File: src/source/dbus_pkg.sv
package dbus_pkg;

    ////////////////////
    // address map
    ////////////////////

    localparam logic [7:0]  RAM_BASE_HI   = 8'h00;
    localparam logic [7:0]  FLASH_BASE_HI = 8'hbe;
    localparam logic [27:0] UART_BASE     = 28'h1fd003f;

    // ram and flash share one word count, indexed by address bits 9 to 2
    localparam int MEM_WORDS = 256;
    localparam int MEM_AW    = 8;

    ////////////////////
    // uart registers
    ////////////////////

    localparam logic [3:0]  UART_OFS_DATA   = 4'h0;
    localparam logic [3:0]  UART_OFS_STATUS = 4'h4;
    localparam logic [3:0]  UART_OFS_DIV    = 4'h8;
    localparam logic [15:0] UART_DIV_RESET  = 16'd16;

    ////////////////////
    // bus types
    ////////////////////

    typedef struct packed {
        logic [31:0] address;
        logic [3:0]  byteenable;
        logic        read;
        logic        write;
        logic [31:0] wrdata;
    } dbus_req_t;

    // the uart looks only at the low 4 address bits
    typedef struct packed {
        logic [23:0] address;
        logic [31:0] data;
        logic [3:0]  byteenable;
        logic        rd;
        logic        wr;
    } dev_req_t;

    typedef enum logic [1:0] {
        TGT_NONE,
        TGT_RAM,
        TGT_FLASH,
        TGT_UART
    } dbus_target_e;

    typedef enum logic [1:0] {
        TX_IDLE,
        TX_START,
        TX_DATA,
        TX_STOP
    } uart_state_e;

endpackage

File: src/source/dbus.sv
`timescale 1ns/1ps

module dbus import dbus_pkg::*; (
    input  dbus_req_t   req_i,
    output logic [31:0] rddata_o,

    output dev_req_t    ram_req_o,
    output dev_req_t    flash_req_o,
    output dev_req_t    uart_req_o,

    input  logic [31:0] ram_rddata_i,
    input  logic [31:0] flash_rddata_i,
    input  logic [31:0] uart_rddata_i
);

    dbus_target_e target;
    dev_req_t     bcast;

    ////////////////////
    // decode
    ////////////////////

    // ram wins over flash, flash over the uart window
    always_comb begin
        if (req_i.address[31:24] == RAM_BASE_HI) begin
            target = TGT_RAM;
        end else if (req_i.address[31:24] == FLASH_BASE_HI) begin
            target = TGT_FLASH;
        end else if (req_i.address[31:4] == UART_BASE) begin
            target = TGT_UART;
        end else begin
            target = TGT_NONE;
        end
    end

    // address, data and byte enables go to every target
    assign bcast.address    = req_i.address[23:0];
    assign bcast.data       = req_i.wrdata;
    assign bcast.byteenable = req_i.byteenable;
    assign bcast.rd         = 1'b0;
    assign bcast.wr         = 1'b0;

    ////////////////////
    // strobes and read mux
    ////////////////////

    always_comb begin
        ram_req_o   = bcast;
        flash_req_o = bcast;
        uart_req_o  = bcast;
        rddata_o    = 32'h0;

        case (target)
            TGT_RAM: begin
                ram_req_o.rd = req_i.read;
                ram_req_o.wr = req_i.write;
                rddata_o     = ram_rddata_i;
            end
            TGT_FLASH: begin
                flash_req_o.rd = req_i.read;
                flash_req_o.wr = req_i.write;
                rddata_o       = flash_rddata_i;
            end
            TGT_UART: begin
                uart_req_o.rd = req_i.read;
                uart_req_o.wr = req_i.write;
                rddata_o      = uart_rddata_i;
            end
            default: begin
                // unmapped accesses read zero and touch nothing
                rddata_o = 32'h0;
            end
        endcase
    end

endmodule

File: config.mk
export PLATFORM = sky130hd
export DESIGN_NAME = dbus
export DESIGN_NICKNAME = d
export VERILOG_FILES = /design/src/source/dbus_pkg.sv /design/src/source/dbus.sv
export SDC_FILE = /design/constraint.sdc
export NUM_CORES = 1
export LEC_CHECK = 0
export ABC_AREA = 1
export BUFFER_PORTS_ARGS = -buffer_cell sky130_fd_sc_hd__clkbuf_2
export CAP_MARGIN = 20
export CORE_AREA = 3 3 147 149
export DETAILED_ROUTE_END_ITERATION = 10
export DIE_AREA = 0 0 150 152
export PLACE_DENSITY = 0.43
export SLEW_MARGIN = 20
export SYNTH_ARGS = -nofsm -noshare
export SYNTH_HDL_FRONTEND = slang
export SYNTH_SLANG_ARGS = --single-unit
export TNS_END_PERCENT = 10
File: constraint.sdc
create_clock -name vclk -period 1.3
set_clock_uncertainty 0.15 [all_clocks]
set_input_delay 0.195 -clock vclk [all_inputs]
set_output_delay 0.195 -clock vclk [all_outputs]
set_load 0.1 [all_outputs]
* Yosys cells after proc, flatten, opt, wreduce, memory -nomap -nowiden
Cells that the tools add are included.
** Word-level totals
- Flip-flop bits (word level) :: 0
- Bits of input ports :: 166
- Output and inout bits :: 218
** Operators by class
- Equal/unequal tests :: 5
- Muxes and demuxes :: 7
- Reductions and logical operators :: 1
** Operators by type and width (number)
- one-hot mux 32 bit (3 select lines) :: 1
- == test 28 x 25 -> 1 bit (second input constant) :: 1
- two-way mux 2 bit :: 6
- == test 8 bit (second input constant) :: 1
- logical NOT 8 bit :: 1
- == test 2 bit (second input constant) :: 2
- == test 2 x 1 -> 1 bit (second input constant) :: 1

* Longest topological paths before layout
- Depth after elaboration :: 6
- Mapped depth :: 10
- Mapped depth without buffers :: 9

* Worst setup path after synthesis
Ideal clock, no wire load.
- Path type :: input port to output port
- From :: input port req_i[48] in the netlist's numbering
- To :: output port uart_req_o[0] in the netlist's numbering
- Arrival time :: 1.861 ns
- Required time :: 0.955 ns
- Slack :: -0.906 ns
- Cell stages on the path :: 7
- Buffers on the path :: 0
- Cell sequence :: inv_1 nand2_1 nor2_1 nand2_1 nor2_1 nand2_1 nor2_1
** RTL lines
- from (decl) :: RTL line dbus.sv:4 : input dbus_req_t req_i,
- to (decl) :: RTL line dbus.sv:9 : output dev_req_t uart_req_o,

* Worst setup path after layout
- From :: input port req_i[68] in the netlist's numbering
- To :: output port rddata_o[8]
** Between the ends
- Word-level cells in the longest chain between the ends :: 6
** RTL lines
- == test 28 x 25 -> 1 bit :: RTL line dbus.sv:29 : end else if (req_i.address[31:4] == UART_BASE) begin
- two-way mux 2 bit :: RTL line dbus.sv:29
- two-way mux 2 bit :: RTL line dbus.sv:27 : end else if (req_i.address[31:24] == FLASH_BASE_HI) begin
- two-way mux 2 bit (*) :: RTL line dbus.sv:25 : if (req_i.address[31:24] == RAM_BASE_HI) begin
- == test 2 bit / == test 2 x 1 -> 1 bit (equally long branches) :: RTL line dbus.sv:53 : case (target)
- one-hot mux 32 bit (3 select lines) (*) :: RTL line dbus.sv:53
- to (decl) :: RTL line dbus.sv:5 : output logic [31:0] rddata_o,
Every way passes the cells marked *; elsewhere a longest branch is shown, timed or not.

==> impl_metrics.csv <==
group,metric,value,unit
placed_design,port_buffers,224,
route,drt-vias-per-instance,3.39,
floorplan,floorplan.die.height,152,um
sta,post-route-worst-setup-slack,-0.448,ns
route,detailedRoute.firstIterationViolations,42,
power_and_ir_drop,power.static_leakage,0.00251,uW
power_and_ir_drop,power_density,312,mW/mm2
layout,n_clock_buffer,0,
route,routed_wl,12000,um
grt,antenna_found_initial,0,
route,wl_per_cell,15.8,um
logic_synthesis,synthesis.instances,415,
critical_path,crit_path_start_kind,"primary input",
critical_path,timing_worst_setup_path_type,"primary input to output pin",
power_and_ir_drop,worst_ir_drop_vdd,0.000179,V
route,drt-pass1-iter-count,4,
sta,maxClockFrequency,572,MHz
sta,rsz0062_at_grt,"yes",
layout,finish.net_count,662,
placed_design,finalWeightedCongestion,0.791,
placed_design,pre_cts_ws,-0.546,ns
critical_path,worstPathMaxFanout,9,
job,maxCapViolations,0,
sta,worst_slew_pin_slew,0.256,ns
layout,register_area,0,um2
floorplan,pin_count,384,
logic_synthesis,synth.avg_cell_area,5.74,um2
sta,number_of_max_slew_violations_in_the_final_report,0,
route,drc,0,
logic_synthesis,syn-num-nets,581,
logic_synthesis,top_cells_by_area_in_the_synthesized_netlist,"buf_4 (58%), nand2_1 (15%), nand3_1 (14%)",
sta,final_period_minus_worst_setup_slack,1.75,ns
logic_synthesis,syn-cell-area,0.00238,mm2
floorplan,die_w,150,um
layout,antenna_cells_inserted,0,
critical_path,crit_path_end_kind,"output pin",
logic_synthesis,yosys.cell_count.top_type,"buf_4",
clock_tree,postCtsHoldBufs,0,
route,final_antenna_net_count,0,
sta,hold-worst-slack,0.240,ns
worst_hold_path,holdCritStartpoint,"req_i[4]",
grt,grt_util_all_layers,0.0943,
route,routed-via-count,2593,
logic_synthesis,synth.top_cells.by_count,"buf_4 (184), nand2_1 (93), nand3_1 (67)",
sta,tns,-14.83,ns
run_status,failed_checks,"negative setup slack",
critical_path,worst-endpoint-arrival,1.40,ns
layout,drive_above_1_share,0.854,
grt,vias_in_the_first_global_route,2795,
logic_synthesis,synth.distinct_cells,11,
floorplan,floorplan.die_area,0.0228,mm2
grt,grt_remaining_overflow,0,
sta,timing_hold_violations_final,0,
placed_design,detailedPlacementHpwl,9830,um
layout,n_sequential_cell,0,
floorplan,row_count,52,
grt,wire_length_of_the_first_global_routing_pass,16900,um
power_and_ir_drop,post-layout-total-power,1700,uW
logic_synthesis,yosys.area.top_type,"buf_4",
sta,timing.max_slew.rel_slack,0.829,
layout,multi_input_comb_area,0.00164,mm2
critical_path,timing.critical_path.required,0.95,ns
floorplan,starting_density,0.117,
logic_synthesis,synth-seq-area-share,0,
grt,grt_max_degree,25,
layout,fillers,2176,
logic_synthesis,number_of_warning_messages_in_the_yosys_log,0,
layout,area_growth_syn_to_layout,128,%
sta,report.final.setup_viol,38,
run_status,run_status,"finished with violations",
sta,timing.final.crit_share,1.34,
worst_hold_path,hold_path.class,"primary input to output pin",
critical_path,timing.critical_path.from,"req_i[68]",
logic_synthesis,synthDominantCellAreaShare,0.580,
floorplan,core_area,0.0203,mm2
==> area by class of cell <==
| class | count | area share |
|---|---|---|
| repair buffers | 270 | 0.603 |
| inverters | 31 | 0.0334 |
| well taps | 270 | 0.0622 |
| multi-input cells | 193 | 0.301 |
==> worst max-delay path: stages <==
cell and delay (ns):
clkbuf_16 0.13, nor2_4 0.10, nand3_2 0.11, nor2_4 0.16
buf_6 0.15, buf_12 0.14, nand2_1 0.10, nand3_2 0.12
buf_12 0.18
==> layout by cell type (no fill, tap or decap), drive strengths merged <==
master	count
buf	147
clkbuf	123
nand2	100
nand3	67
nor2	26
inv	23
clkinvlp	8
==> final timing paths <==
path               to  cells past startpoint
min   flash_req_o[10]                      0
max       rddata_o[8]                      9
==> metal layers <==
metal  part of all wire  GRT usage  vias up
li1                   -          -     1266
met2               0.53      0.177      133
met5                  0          0        -
met1               0.34      0.102     1159
met3              0.096     0.0265       35
met4              0.029     0.0253        0
==> timing repair <==
action | in CTS | in global routing
resized for setup | 73 | 54
setup buffers | 5 | 1
pin swaps | 15 | 22
endpoints found under the setup margin | 38 | 38
gates cloned | 5 | 3
==> logic make-up after synthesis <==
logic type,Yosys count,synth area share
buffers and inverters,222,0.646
AND/OR/NAND/NOR,193,0.354
==> stage by stage <==
stage,utilization,std cells,instance area (um2)
final,0.267,764,5430
after global routing,0.267,764,5430
after CTS,0.255,762,5180
after detailed placement,0.230,752,4670
after global placement,0.230,752,4670
after floorplan,-,415,2850
==> power breakdown <==
part / internal, uW / switching (uW)
Combinational: 631 / 1060
Sequential: 0 / 0
Clock: 0 / 0
Total: 631 / 1060
No activity file was read; power rests on OpenSTA's default activity.
