**src/source/dbus_pkg.sv**
```systemverilog
package dbus_pkg;

    ////////////////////
    // address map
    ////////////////////

    localparam logic [7:0]  RAM_BASE_HI   = 8'h00;
    localparam logic [7:0]  FLASH_BASE_HI = 8'hbe;
    localparam logic [27:0] UART_BASE     = 28'h1fd003f;

    // ram and flash share one word count, indexed by address bits 9 to 2
    localparam int MEM_WORDS = 256;
    localparam int MEM_AW    = 8;

    ////////////////////
    // uart registers
    ////////////////////

    localparam logic [3:0]  UART_OFS_DATA   = 4'h0;
    localparam logic [3:0]  UART_OFS_STATUS = 4'h4;
    localparam logic [3:0]  UART_OFS_DIV    = 4'h8;
    localparam logic [15:0] UART_DIV_RESET  = 16'd16;

    ////////////////////
    // bus types
    ////////////////////

    typedef struct packed {
        logic [31:0] address;
        logic [3:0]  byteenable;
        logic        read;
        logic        write;
        logic [31:0] wrdata;
    } dbus_req_t;

    // the uart looks only at the low 4 address bits
    typedef struct packed {
        logic [23:0] address;
        logic [31:0] data;
        logic [3:0]  byteenable;
        logic        rd;
        logic        wr;
    } dev_req_t;

    typedef enum logic [1:0] {
        TGT_NONE,
        TGT_RAM,
        TGT_FLASH,
        TGT_UART
    } dbus_target_e;

    typedef enum logic [1:0] {
        TX_IDLE,
        TX_START,
        TX_DATA,
        TX_STOP
    } uart_state_e;

endpackage

```
**src/source/uart_regs.sv**
```systemverilog
`timescale 1ns/1ps

module uart_regs import dbus_pkg::*; (
    input  logic        clk_i,
    input  logic        arst_n_i,
    input  dev_req_t    req_i,
    output logic [31:0] rddata_o,
    output logic        tx_o
);

    uart_state_e state_q;
    logic [3:0]  ofs;
    logic        data_wr;
    logic        div_wr;
    logic        status_rd;
    logic        busy;
    logic        done_q;
    logic        tx_q;
    logic        tx_start;
    logic        bit_end;
    logic [15:0] divisor_q;
    logic [15:0] bit_div_q;
    logic [15:0] baud_cnt_q;
    logic [2:0]  bit_cnt_q;
    logic [7:0]  shift_q;

    ////////////////////
    // register decode
    ////////////////////

    assign ofs       = req_i.address[3:0];
    assign data_wr   = req_i.wr && (ofs == UART_OFS_DATA);
    assign div_wr    = req_i.wr && (ofs == UART_OFS_DIV);
    assign status_rd = req_i.rd && (ofs == UART_OFS_STATUS);

    assign busy     = (state_q != TX_IDLE);
    // a data write while a frame is in flight is dropped
    assign tx_start = data_wr && !busy;
    assign bit_end  = busy && (baud_cnt_q == 16'h0);

    always_comb begin
        rddata_o = 32'h0;
        if (req_i.rd) begin
            case (ofs)
                UART_OFS_STATUS: rddata_o = {30'h0, done_q, busy};
                UART_OFS_DIV:    rddata_o = {16'h0, divisor_q};
                default:         rddata_o = 32'h0;
            endcase
        end
    end

    always_ff @(posedge clk_i or negedge arst_n_i) begin
        if (!arst_n_i) begin
            divisor_q <= UART_DIV_RESET;
        end else if (div_wr) begin
            if (req_i.byteenable[0]) divisor_q[7:0]  <= req_i.data[7:0];
            if (req_i.byteenable[1]) divisor_q[15:8] <= req_i.data[15:8];
        end
    end

    ////////////////////
    // transmitter
    ////////////////////

    // the divisor is sampled once per frame so a mid-frame write waits
    always_ff @(posedge clk_i) begin
        if (tx_start) begin
            shift_q   <= req_i.data[7:0];
            bit_div_q <= divisor_q;
        end else if (bit_end && state_q != TX_STOP) begin
            shift_q <= {1'b0, shift_q[7:1]};
        end
    end

    always_ff @(posedge clk_i or negedge arst_n_i) begin
        if (!arst_n_i) begin
            state_q    <= TX_IDLE;
            tx_q       <= 1'b1;
            done_q     <= 1'b0;
            baud_cnt_q <= 16'h0;
            bit_cnt_q  <= 3'h0;
        end else begin
            if (busy && !bit_end) begin
                baud_cnt_q <= baud_cnt_q - 16'h1;
            end
            case (state_q)
                TX_IDLE: begin
                    if (tx_start) begin
                        state_q    <= TX_START;
                        tx_q       <= 1'b0;
                        baud_cnt_q <= divisor_q - 16'h1;
                    end
                end
                TX_START: begin
                    if (bit_end) begin
                        state_q    <= TX_DATA;
                        tx_q       <= shift_q[0];
                        bit_cnt_q  <= 3'h0;
                        baud_cnt_q <= bit_div_q - 16'h1;
                    end
                end
                TX_DATA: begin
                    if (bit_end) begin
                        baud_cnt_q <= bit_div_q - 16'h1;
                        if (bit_cnt_q == 3'h7) begin
                            state_q <= TX_STOP;
                            tx_q    <= 1'b1;
                        end else begin
                            tx_q      <= shift_q[0];
                            bit_cnt_q <= bit_cnt_q + 3'h1;
                        end
                    end
                end
                TX_STOP: begin
                    if (bit_end) begin
                        state_q <= TX_IDLE;
                    end
                end
                default: state_q <= TX_IDLE;
            endcase

            // setting done in the same cycle wins over the clear on read
            if (state_q == TX_STOP && bit_end) begin
                done_q <= 1'b1;
            end else if (status_rd) begin
                done_q <= 1'b0;
            end
        end
    end

    assign tx_o = tx_q;

endmodule
```
**config.mk**
```make
export PLATFORM = sky130hd
export DESIGN_NAME = uart_regs
export DESIGN_NICKNAME = d
export VERILOG_FILES = /design/src/source/dbus_pkg.sv /design/src/source/uart_regs.sv
export SDC_FILE = /design/constraint.sdc
export NUM_CORES = 1
export LEC_CHECK = 0
export CORE_MARGIN = 5
export CORE_UTILIZATION = 60
export DETAILED_ROUTE_END_ITERATION = 7
export DONT_BUFFER_PORTS = 1
export PLACE_DENSITY = 0.81
export SYNTH_ARGS = -nofsm -noshare
export SYNTH_HDL_FRONTEND = slang
export SYNTH_SLANG_ARGS = --single-unit
```
**constraint.sdc**
```tcl
create_clock -name clk_i -period 3.15 [get_ports clk_i]
set_clock_uncertainty 0.2 [all_clocks]
set_input_delay 0.4725 -clock clk_i [delete_from_list [all_inputs] [get_ports clk_i]]
set_output_delay 0.4725 -clock clk_i [all_outputs]
set_load 0.03 [all_outputs]
```
Word-level counts from Yosys, hierarchy flattened:

Cells that the tools add are included.

* flip-flop bits (word level): 63
* input bits: 64
* output and inout bits: 33
* logic and storage cells: 75

* add/subtract/negate cells: 4
* equal/unequal tests: 13
* multiplexer cells: 25
* reductions and logical operators: 24

Operator list (number)
* case mux 16 bit (2 select lines): 2
* 2-to-1 mux 16 bit: 3
* subtractor 16 x 1 -> 16 bit (second input constant): 3
* 2-to-1 mux 32 bit: 1
* zero test 16 bit: 1
* 2-to-1 mux 8 bit: 2
* != test 2 bit (second input constant): 7
* 2-to-1 mux 2 bit: 5
* 2-to-1 mux 3 bit: 3
* logical AND 1 bit: 8
* case mux 2 bit (4 select lines): 1
* AND reduction 4 bit: 2
* nonzero test 2 bit: 4
* 2-to-1 mux 1 bit: 6
* case mux 3 bit (2 select lines): 1
* AND reduction 5 bit: 1
* equality test 2 bit (second input constant): 2
* equality test 4 x 3 -> 1 bit (second input constant): 1
* equality test 4 bit (second input constant): 1
* zero test 4 bit: 1
* AND reduction 2 bit: 2
* adder 3 x 1 -> 3 bit (second input constant): 1
* equality test 3 bit (second input constant): 1
* case mux 1 bit (3 select lines): 1
* other kinds (5): 6

Longest topological paths before layout:

Gate-level depths: netlist of the first run.

* word-level depth: 7
* mapped depth: 9
* gate-level depth less buffers: 8

Worst setup path after synthesis of the first run:

OpenSTA, ideal clock, no wires.

* kind: reg-to-reg
* from: reg baud_cnt_q[0]
* to: reg shift_q[0], enable pin
* arrival: 1932 ps
* slack: 634 ps
* stages on the path, launching flop included: 8
* path buffers: 1
* period minus slack after synthesis: 2516 ps
* path through: dfrtp_1 > inv_1 > ha_1 > nor2b_1 > and2_1 > buf_4 > nand2_8 > o21ai_0

* longest elaborated chain between the ends: 4

RTL lines
* start: declaration: line uart_regs.sv:23 `logic [15:0] baud_cnt_q;`
* start signal: assignment: line uart_regs.sv:84 `baud_cnt_q <= baud_cnt_q - 16'h1;`
* start signal: assignment: line uart_regs.sv:91 `baud_cnt_q <= divisor_q - 16'h1;`
* start signal: assignment: line uart_regs.sv:99 `baud_cnt_q <= bit_div_q - 16'h1;`
* zero test 16 bit: line uart_regs.sv:39 `assign bit_end = busy && (baud_cnt_q == 16'h0);`
* logical AND 1 bit: line uart_regs.sv:39
* logical AND 1 bit: line uart_regs.sv:70 `end else if (bit_end && state_q != TX_STOP) begin`
* nonzero test 2 bit (no line)
* end signal: assignment: line uart_regs.sv:68 `shift_q <= req_i.data[7:0];`
* end signal: assignment: line uart_regs.sv:71 `shift_q <= {1'b0, shift_q[7:1]};`
* end: declaration: line uart_regs.sv:25 `logic [7:0] shift_q;`

Every way passes these cells.
A chain may end at the register's enable or synchronous reset.

Worst setup path after layout of the first run:

* from: reg baud_cnt_q[0]
* to: reg baud_cnt_q[0]

* longest elaborated chain between the ends: 7
* elaborated cells between the ends (all ways): 9

RTL lines
* parallel branches: the longest is 6 deep, another holds subtractor 16 x 1 -> 16 bit
* case mux 16 bit (2 select lines) *: line uart_regs.sv:86 `case (state_q)`

Every way passes the cells marked *.

==> run summary, run 1 <==
Max-cap viol count: 0
Initial antenna violation count: 0
CP Capture Type: flop
CTS HTree Levels: 3
Clock transition at the registers of the reported paths: 0.08 ns
Worst-path cell chain: inv_1 > ha_1 > nor2b_1 > and2_1 > nand2_8 > a21oi_1 > nor3_1 > a221o_1
Hold Vio Cnt, Final: 0
Post-synth EDFFs: 24
Die H: 92.8 um
Most common cell after layout, fill and taps aside: nand2_1
CTS sink cnt: 63
Post-CTS setup buffers: 0
Vias per inst: 6.30
Hold WC Path Type: in -> reg
Yosys warning count: 0
DR WL/cell: 18.4 um
Ratio of cells with drive above 1 in the final layout: 14.6%
Post-Syn Instances: 415
Commonest cells after routing, fill and taps aside: nand2_1, dfrtp_1, nor2_1, edfxtp_1, xnor2_1
Nets: 494
RSZ-0062 raised after global routing: no
Global-route wire length before repair: 15200 um
Top cell type's share of synthesized area: 22.5%
Tcrit/Tclk final: 84.5%
Critical path type: reg -> reg
Worst Tran Pin Value: 0.719 ns
Starting DRT DRC Count: 309
Ports: 97
Leading area contributor after synthesis: dfrtp_1
Leak Pwr: 1.76 nW
Die Area: 8610 um2
Post-Syn Area: 4120 um2
Post-synth ARST share: 61.9%
Pwr dens: 457 nW/um2
Final critical-path required period: 2.66 ns
Initial Utilization: 61.2%
Port buffer count: 0
Slowest CP cell: and2_1
CTS Buf Count: 9
Area Growth Syn to Fin: 7.18%
Outcome: finished, final reports clean
Worst VDD drop: 0.000537 V
CP startpoint kind: flop
GR Overflow Total: 0
Crit Path Max Fanout: 10
Layout Cells excl Fill: 505
Relative slew slack: 52.1%
Mean Syn Cell Area: 9.92 um2
Hold Crit Start: req_i[8]
Max Slew Vio Count: 0
Achievable Freq: 376 MHz
Die width: 92.8 um
Post-route DRC: 0
Final Core Density: 65.6%
Final setup viols: 0
Core area: 6720 um2
Post-route ant nets: 0
WP data required: 3.17 ns
Placement row count: 30
Synth Flop Type: dfrtp_1
Placed Cells: 487
Number of library cell types mapped by synthesis: 67
CTS tree: built
N_diodes: 0
CP startpoint: baud_cnt_q[0]
Worst skew pair latency: 0.34 ns
Vias post-DR: 3179
Vias in the first global route: 3104
Critical Path Max Stage Delay: 0.47 ns
Root Driver: clkbuf_8
Placer Congestion: 0.908
Clock Tree Buf Depth: 2
Seq/Total Area, Yosys: 41.3%
Drt pass-1 iters: 6
Power Total: 2.02 mW
GRT Overall Usage: 22.3%
Routed WL: 9300 um
Yosys reg bits: 63
Largest net degree at the start of global routing: 40
Total negative slack: 0 ns
R2r startpoint: baud_cnt_q[0]
Synth area leaders: dfrtp_1, edfxtp_1, mux2_2
DP HPWL: 6610 um
Data arrival, critical path: 2.69 ns
## worst max-delay path: cells and delay by family (launching register included)
kind                     cells  cell delay, ns
AO/OA/AOI/OAI                2            0.52
adder cells (fa/ha/maj)      1            0.25
buffers and inverters        1            0.09
AND/OR/NAND/NOR              4            1.05
flip-flops                   1            0.44
## cells by family (layout without fill, tap and decap cells)
| logic type | Yosys count | in the layout | share of synthesized area (%) |
|---|---|---|---|
| buf+inv | 43 | 38 | 5.75 |
| flops | 63 | 63 | 41.3 |
| mux | 20 | 20 | 5.38 |
| other cells | 1 | 16 | 0.0911 |
| fa+ha+maj | 10 | 10 | 3.04 |
| compound gates | 88 | 88 | 14.9 |
| xor+xnor | 32 | 32 | 6.81 |
| simple gates | 158 | 158 | 22.8 |
## state kept, by name (all words and copies together), names as in the netlist
register    cells
done_q          1
divisor_q      16
bit_div_q      16
tx_o            1
shift_q         8
baud_cnt_q     16
bit_cnt_q       3
state_q         2
## synth_stat cells, types with 3 or more instances
cell      count
o31ai_1       3
nand2_1      39
nor3_1       15
dfrtp_1      37
o211ai_1      5
clkbuf_1      9
nand3b_1      3
edfxtp_1     24
a21oi_1      17
ha_1         10
and2_1       15
buf_4        17
o22ai_1       8
a21o_1        4
nand4_1       4
buf_2         3
nor4_1        3
nor4_4        3
xor2_1       11
inv_1        13
xnor2_1      21
nor2_1       32
o21ai_0      12
mux2_2       17
a21boi_0      3
or4_1         3
and4b_1       3
mux2i_1       3
and3_1        5
a22o_1        9
a22oi_1       5
nand4b_1      3
nand3_1      12
o31a_1        3
## per-stage QoR
| step | setup slack (ns) | cell area [um2] | hold WS [ns] |
|---|---|---|---|
| 5_1_grt | 0.396 | 4410 | 0.0703 |
| 3_3_place_gp | 0.581 | 4150 | -0.0208 |
| 6_report | 0.487 | 4410 | 0.0783 |
| 2_1_floorplan | 0.634 | 4170 | -0.0231 |
| 4_1_cts | 0.534 | 4410 | 0.0713 |
| 3_5_place_dp | 0.551 | 4150 | -0.0207 |
## layer usage
metal	track usage, %	wire [um]	share of wire, %	up-vias
met3	5.04	667	7.2	21
met4	8.42	184	2.0	0
li1	-	-	-	1498
met2	36.8	4560	49	145
met1	28.7	3880	42	1515
met5	0	0	0	-
## final cells by class
type / count / area [um2]
Clock buffer: 10 / 138
Clock inverter: 6 / 93.8
Fill cell: 506 / 2310
Inverter: 13 / 48.8
Multi-Input combinational cell: 324 / 2240
Sequential cell: 63 / 1700
Tap cell: 80 / 100
Timing Repair Buffer: 9 / 95.1
## power breakdown
part	switching, mW	internal, mW	total (mW)
clock network	0.336	0.471	0.807
registers	0.0771	0.901	0.978
logic	0.131	0.0999	0.231
## final timing paths
check                                endpoint  slack [ns]  depth (start not counted)
worst max-delay path            baud_cnt_q[0]        0.49                          8
worst min-delay path             divisor_q[2]        0.08                          1
worst max register to register  baud_cnt_q[0]        0.49                          8
worst min register to register         done_q        0.32                          1
max in group asynchronous        divisor_q[4]        2.08                          2
min in group asynchronous        bit_cnt_q[1]        0.39                          2
## repair_timing
item                                   4_1_cts  5_1_grt
gates resized for setup                      0        0
endpoints found under the hold margin       39        0
hold buffers                                 2        0
Power figures use the tool's default switching activity.
==> run 2, diff against run 1 <==
--- a/config.mk
+++ b/config.mk
@@ -5,6 +5,7 @@
 export SDC_FILE = /design/constraint.sdc
 export NUM_CORES = 1
 export LEC_CHECK = 0
+export ABC_AREA = 1
 export CORE_MARGIN = 5
 export CORE_UTILIZATION = 60
 export DETAILED_ROUTE_END_ITERATION = 7
==> constraint.sdc (replaced) <==
create_clock -name clk_i -period 2.7 [get_ports clk_i]
set_clock_uncertainty 0.2 [all_clocks]
set_input_delay 0.405 -clock clk_i [delete_from_list [all_inputs] [get_ports clk_i]]
set_output_delay 0.405 -clock clk_i [all_outputs]
set_load 0.03 [all_outputs]
==> run summary, run 2 <==
Cts-stage hold buffer count: 2 (unchanged)
Core area: 7330 um2 (+9.1%)
Most common cell after layout, fill and taps aside: nand2_1
Worst VDD drop: 0.000324 V (-40%)
Post-Syn Area: 4560 um2 (+11%)
Tcrit/Tclk final: 86.9% (+2.4 points)
Clock transition at the registers of the reported paths: 0.08 ns (about the same)
Post-CTS setup buffers: 0 (unchanged)
Hold Vio Cnt, Final: 0 (unchanged)
Global-route wire length before repair: 17800 um (+17%)
GR Overflow Total: 0 (unchanged)
Routed WL: 10500 um (+13%)
CP Capture Type: flop
Pwr dens: 437 nW/um2 (-4.3%)
Top-count cell post-synth: nand2_1
Fill count: 639 (+26%)
Post-Syn Instances: 656 (+58%)
Post-synth EDFFs: 24 (unchanged)
Area Growth Syn to Fin: 7.33%
Yosys warning count: 0 (unchanged)
Vias in the first global route: 4004 (+29%)
Drt pass-1 iters: 5 (-1)
Root Driver: clkbuf_8
Seq/Total Area, Yosys: 37.3% (-4.0 points)
Commonest cells in the synthesized netlist: nand2_1, inv_1, nor2_1
RSZ-0062 raised after global routing: no
Commonest cells after routing, fill and taps aside: nand2_1, inv_1, nor2_1, nand3_1, o21ai_0
Synth Flop Type: dfrtp_1
Yosys reg bits: 63 (unchanged)
Die width: 97.2 um (+4.7%)
Clock Tree Buf Depth: 2 (unchanged)
WP data required: 2.77 ns (-0.40 ns)
Outcome: finished, final reports clean
Max Slew Vio Count: 0 (unchanged)
Max-cap viol count: 0 (unchanged)
GRT Overall Usage: 22.8% (+0.49 points)
Register area: 1700 um2 (unchanged)
Achievable Freq: 426 MHz (+13%)
DP HPWL: 7960 um (+21%)
Placer Congestion: 0.934 (+2.9%)
CTS tree: built
CTS sink cnt: 63 (unchanged)
Port buffer count: 0 (unchanged)
Ports: 97 (unchanged)
Die H: 97.2 um (+4.7%)
Worst skew pair latency: 0.34 ns (about the same)
Data arrival, critical path: 2.41 ns (-0.28 ns)
Hold WC Path Type: in -> reg
Mean Syn Cell Area: 6.95 um2 (-30%)
Vias post-DR: 4149 (+31%)
Leading area contributor after synthesis: dfrtp_1
CTS HTree Levels: 3 (unchanged)
Initial Utilization: 62.2% (+0.95 points)
Post-route DRC: 0 (unchanged)
Die Area: 9440 um2 (+9.6%)
Worst reg2reg path depth: 10 (+2)
Initial antenna violation count: 0 (unchanged)
Critical path type: reg -> reg
Post-synth ARST share: 61.9% (unchanged)
Area of the multi-input gates: 2340 um2 (+4.8%)
Crit Path Max Fanout: 12 (+2)
Vias per inst: 5.33 (-15%)
CP startpoint kind: flop
Ratio of cells with drive above 1 in the final layout: 10.0% (-4.6 points)
Number of library cell types mapped by synthesis: 40 (-40%)
Post-route ant nets: 0 (unchanged)
Nets: 748 (+51%)
N_diodes: 0 (unchanged)
DR WL/cell: 13.5 um (-27%)
Synth area leaders: dfrtp_1, edfxtp_1, nand2_1
PostCTS Resize Cnt: 0 (unchanged)
Final critical-path required period: 2.35 ns (-0.317 ns)
Relative slew slack: 61.9% (+9.8 points)
Worst Tran Pin Value: 0.572 ns (-0.147 ns)
Biggest regs: baud_cnt_q x16, bit_div_q x16, divisor_q x16
Total negative slack: 0 ns (unchanged)
Final Core Density: 66.8% (+1.1 points)
Final setup viols: 0 (unchanged)
Leak Pwr: 2.36 nW (+34%)
Top cell type's share of synthesized area: 20.3% (-2.2 points)
Largest net degree at the start of global routing: 40 (unchanged)
Hold path cells: 2 (+1)
Placement row count: 31 (+3.3%)
CTS Buf Count: 9 (unchanged)
Starting DRT DRC Count: 226 (-27%)
[run 2: cell count changes after synthesis, sizes merged, moves of 17 or more]
cell	previous run	this run
nand3	14	54
mux2	17	0
nand2	41	184
o21ai	14	43
nor2	34	93
inv	13	95
[run 2: final timing paths]
kind	from	to	slack (ns)
max	baud_cnt_q[0]	baud_cnt_q[1]	0.35
min reg2reg	divisor_q[14]	bit_div_q[14]	0.28
min	req_i[21]	divisor_q[15]	0.02
max in group asynchronous	arst_n_i	divisor_q[4]	1.72
min in group asynchronous	arst_n_i	baud_cnt_q[15]	0.30
max reg2reg	baud_cnt_q[0]	baud_cnt_q[1]	0.35
[run 2: layout make-up]
| class | count | share of cell area (%) |
|---|---|---|
| repair buffers | 24 | 3.99 |
| well taps | 99 | 2.53 |
| inverters | 95 | 7.34 |
| multi-input cells | 481 | 47.9 |
| clock buffers | 10 | 2.61 |
| clock inverters | 6 | 0.920 |
| flip-flops and latches | 63 | 34.7 |
[run 2: kinds of logic after synthesis]
logic type               Yosys count  share of synthesized area, %
XOR/XNOR                          15                          2.88
flip-flops                        63                          37.3
AND/OR/NAND/NOR                  356                          34.4
multiplexers                       1                         0.220
other                              1                        0.0822
AO/OA/AOI/OAI                     83                          9.77
adder cells (fa/ha/maj)           10                          2.74
buffers and inverters            127                          12.6
[run 2: through the flow]
| step | area, um2 | power [mW] | worst slack, ns | cells | hold slack, ns |
|---|---|---|---|---|---|
| 2_1_floorplan | 4620 | 1.33 | 0.277 | 671 | -0.0906 |
| 3_3_place_gp | 4690 | 1.38 | 0.448 | 760 | -0.0892 |
| 3_5_place_dp | 4690 | 1.38 | 0.385 | 760 | -0.0892 |
| 4_1_cts | 4890 | 2.14 | 0.373 | 778 | 0.00857 |
| 5_1_grt | 4890 | 2.24 | 0.107 | 778 | 0.00334 |
| 6_report | 4890 | 2.14 | 0.354 | 778 | 0.0168 |
[run 2: where the power goes]
group	switching, mW	internal (mW)	leakage [nW]
combinational	0.204	0.0766	1.64
sequential	0.0598	1.05	0.625
clock	0.410	0.338	0.0906
[run 2: worst max-delay path, cell delays in order (launching register included)]
cell and delay [ns]:
dfrtp_1 0.36, inv_1 0.12, ha_1 0.25, nand2_2 0.13, nor2_4 0.18, nand3_2 0.29, nor2_2 0.28, inv_1 0.12
o22ai_1 0.17, nand2_1 0.07, o21ai_0 0.08
[run 2: metal layers]
metal / up-vias / wire [um] / track usage (%)
li1: 2098 / - / -
met1: 1863 / 4600 / 29.4
met2: 158 / 5030 / 38.4
met3: 30 / 634 / 3.45
met4: 0 / 256 / 9.40
met5: - / 0 / 0
==> run 3, diff against run 2 <==
==> constraint.sdc (replaced) <==
create_clock -name clk_i -period 2.69 [get_ports clk_i]
set_clock_uncertainty 0.2 [all_clocks]
set_input_delay 0.4035 -clock clk_i [delete_from_list [all_inputs] [get_ports clk_i]]
set_output_delay 0.4035 -clock clk_i [all_outputs]
set_load 0.03 [all_outputs]
==> run summary, run 3 (synthesized netlist as in run 2, its figures left out) <==
Total negative slack: 0 ns (unchanged)
GRT Overall Usage: 23.2% (+0.34 points)
Die Area: 9440 um2 (unchanged)
Nets: 753 (+0.67%)
Drt pass-1 iters: 5 (unchanged)
CP startpoint kind: flop
Die H: 97.2 um (unchanged)
Global-route wire length before repair: 18100 um (+1.6%)
Layout Cells excl Fill: 783 (+0.64%)
Final critical-path required period: 2.36 ns
R2R Setup Slk: 0.33 ns (-0.03 ns)
CTS sink cnt: 63 (unchanged)
Crit Path Max Fanout: 10 (-2)
CP Capture Type: primary output
Critical Path Max Stage Delay: 0.42 ns (+0.06 ns)
Biggest regs: baud_cnt_q x16, bit_div_q x16, divisor_q x16
Worst reg2reg path depth: 10 (unchanged)
GR Util met2: 39.2% (+0.80 points)
Relative slew slack: 61.9% (about the same)
Initial Utilization: 62.2% (unchanged)
Buf/Inv on CP: 3 (+1)
Worst-path cell chain: inv_1 > ha_1 > buf_4 > o32ai_1 > buf_4
Area Growth Syn to Fin: 8.48%
Vias post-DR: 4211 (+1.5%)
Achievable Freq: 423 MHz
Max-cap viol count: 0 (unchanged)
Cell family with most CP delay: buffers and inverters
CTS HTree Levels: 3 (unchanged)
Clock transition at the registers of the reported paths: 0.08 ns (about the same)
GRT busiest layer: met2
Final Core Density: 67.5% (+0.72 points)
Root Driver: clkbuf_8
Port buffer count: 0 (unchanged)
CTS Buf Count: 9 (unchanged)
Vias per inst: 5.38 (+0.85%)
Final setup viols: 0 (unchanged)
Post-route ant nets: 0 (unchanged)
Initial antenna violation count: 0 (unchanged)
GR Overflow Total: 0 (unchanged)
Placement row count: 31 (unchanged)
CTS tree: built
Tcrit/Tclk final: 87.8%
Largest net degree at the start of global routing: 40 (unchanged)
Routed WL: 10900 um (+3.3%)
Ratio of cells with drive above 1 in the final layout: 10.8% (+0.80 points)
Most frequent CP cell: buf_4
GRT met1 Usage: 28.7% (-0.71 points)
Placement Setup Slack: 0.290 ns (-0.0957 ns)
Hold Vio Cnt, Final: 0 (unchanged)
Leak Pwr: 2.38 nW (+0.89%)
WP data required: 2.09 ns (-0.68 ns)
CP endpoint: rddata_o[0]
CP Depth: 5 (-5)
Hold path cells: 2 (unchanged)
Die width: 97.2 um (unchanged)
Clock Tree Buf Depth: 2 (unchanged)
Commonest cells after routing, fill and taps aside: nand2_1, inv_1, nor2_1, nand3_1, o21ai_0
Ports: 97 (unchanged)
Met3 usage in global routing: 3.73% (+0.29 points)
Power Total: 2.18 mW (+1.7%)
Placed Cells: 760 (unchanged)
Core area: 7330 um2 (unchanged)
Data arrival, critical path: 1.76 ns (-0.65 ns)
Most common cell after layout, fill and taps aside: nand2_1
Final Worst Setup Slack: 0.329 ns (-0.0252 ns)
Pwr dens: 440 nW/um2 (+0.66%)
Placer Congestion: 0.941 (+0.72%)
Post-route DRC: 0 (unchanged)
R2r startpoint: state_q[0]
DP HPWL: 8040 um (+0.98%)
Worst VDD drop: 0.000334 V (+2.9%)
RSZ-0062 raised after global routing: no
Critical path type: reg -> out
Hold WC Path Type: in -> reg
CP startpoint: state_q[0]
Starting DRT DRC Count: 329 (+46%)
Slowest CP cell: dfrtp_1
DR WL/cell: 13.9 um (+2.6%)
Worst skew pair latency: 0.35 ns (about the same)
N_diodes: 0 (unchanged)
Vias in the first global route: 4095 (+2.3%)
Outcome: finished, final reports clean
Worst Tran Pin Value: 0.570 ns (-0.00212 ns)
Worst R2R End: baud_cnt_q[1]
Max Slew Vio Count: 0 (unchanged)
==> run 3: cell types whose count changed in the layout (fill, tap and decap cells not counted), sizes merged <==
cell         change
dlygate4sd3      +1
buf              +4
clkinv           -3
inv              +2
clkinvlp         +2
clkbuf           -1
==> run 3: layer usage <==
metal	vias to the layer above	share of wire, %
li1	2100	-
met1	1908	44
met2	173	47
met3	30	6.6
met4	0	2.5
met5	-	0
==> run 3: repair_timing <==
item / CTS / global route
buffers inserted: 0 / 4
hold endpoints to repair: 40 / 0
resized for setup: 0 / 2
hold buffers: 3 / 0
endpoints found under the setup margin: 0 / 3
==> run 3: power by group <==
group	switching [mW]	total, mW	internal [mW]
combinational	0.204	0.282	0.0778
clock	0.434	0.777	0.344
sequential	0.0627	1.12	1.05
total	0.701	2.18	1.48
==> run 3: per-stage QoR <==
step           cell area (um2)  hold WS (ns)
5_1_grt                   4950        0.0110
3_5_place_dp              4690       -0.0906
6_report                  4950       0.00275
2_1_floorplan             4620       -0.0921
4_1_cts                   4910      0.000995
3_3_place_gp              4690       -0.0906
==> run 3: worst register-to-register path, delay by kind of cell (launching register included) <==
kind	cells	cell delay, ns
AOI/OAI and AO/OA	2	0.24
adders and majority gates	1	0.26
buffers and inverters	4	0.54
DFF	1	0.42
and+or+nand+nor	3	0.62
==> run 3: final cells by class <==
class / instances / area, um2
Fill cell: 596 / 2380
Clock inverter: 7 / 52.6
Multi-Input combinational cell: 481 / 2350
Inverter: 95 / 363
Tap cell: 99 / 124
Timing Repair Buffer: 29 / 235
Clock buffer: 9 / 124
Sequential cell: 63 / 1700
==> run 3: how the worst min path moves through the flow <==
stage,start,endpoint
2_1_floorplan,arst_n_i,baud_cnt_q[0]
3_3_place_gp,arst_n_i,baud_cnt_q[15]
3_5_place_dp,arst_n_i,baud_cnt_q[15]
4_1_cts,req_i[6],divisor_q[0]
5_1_grt,req_i[18],divisor_q[12]
6_report,req_i[6],divisor_q[0]
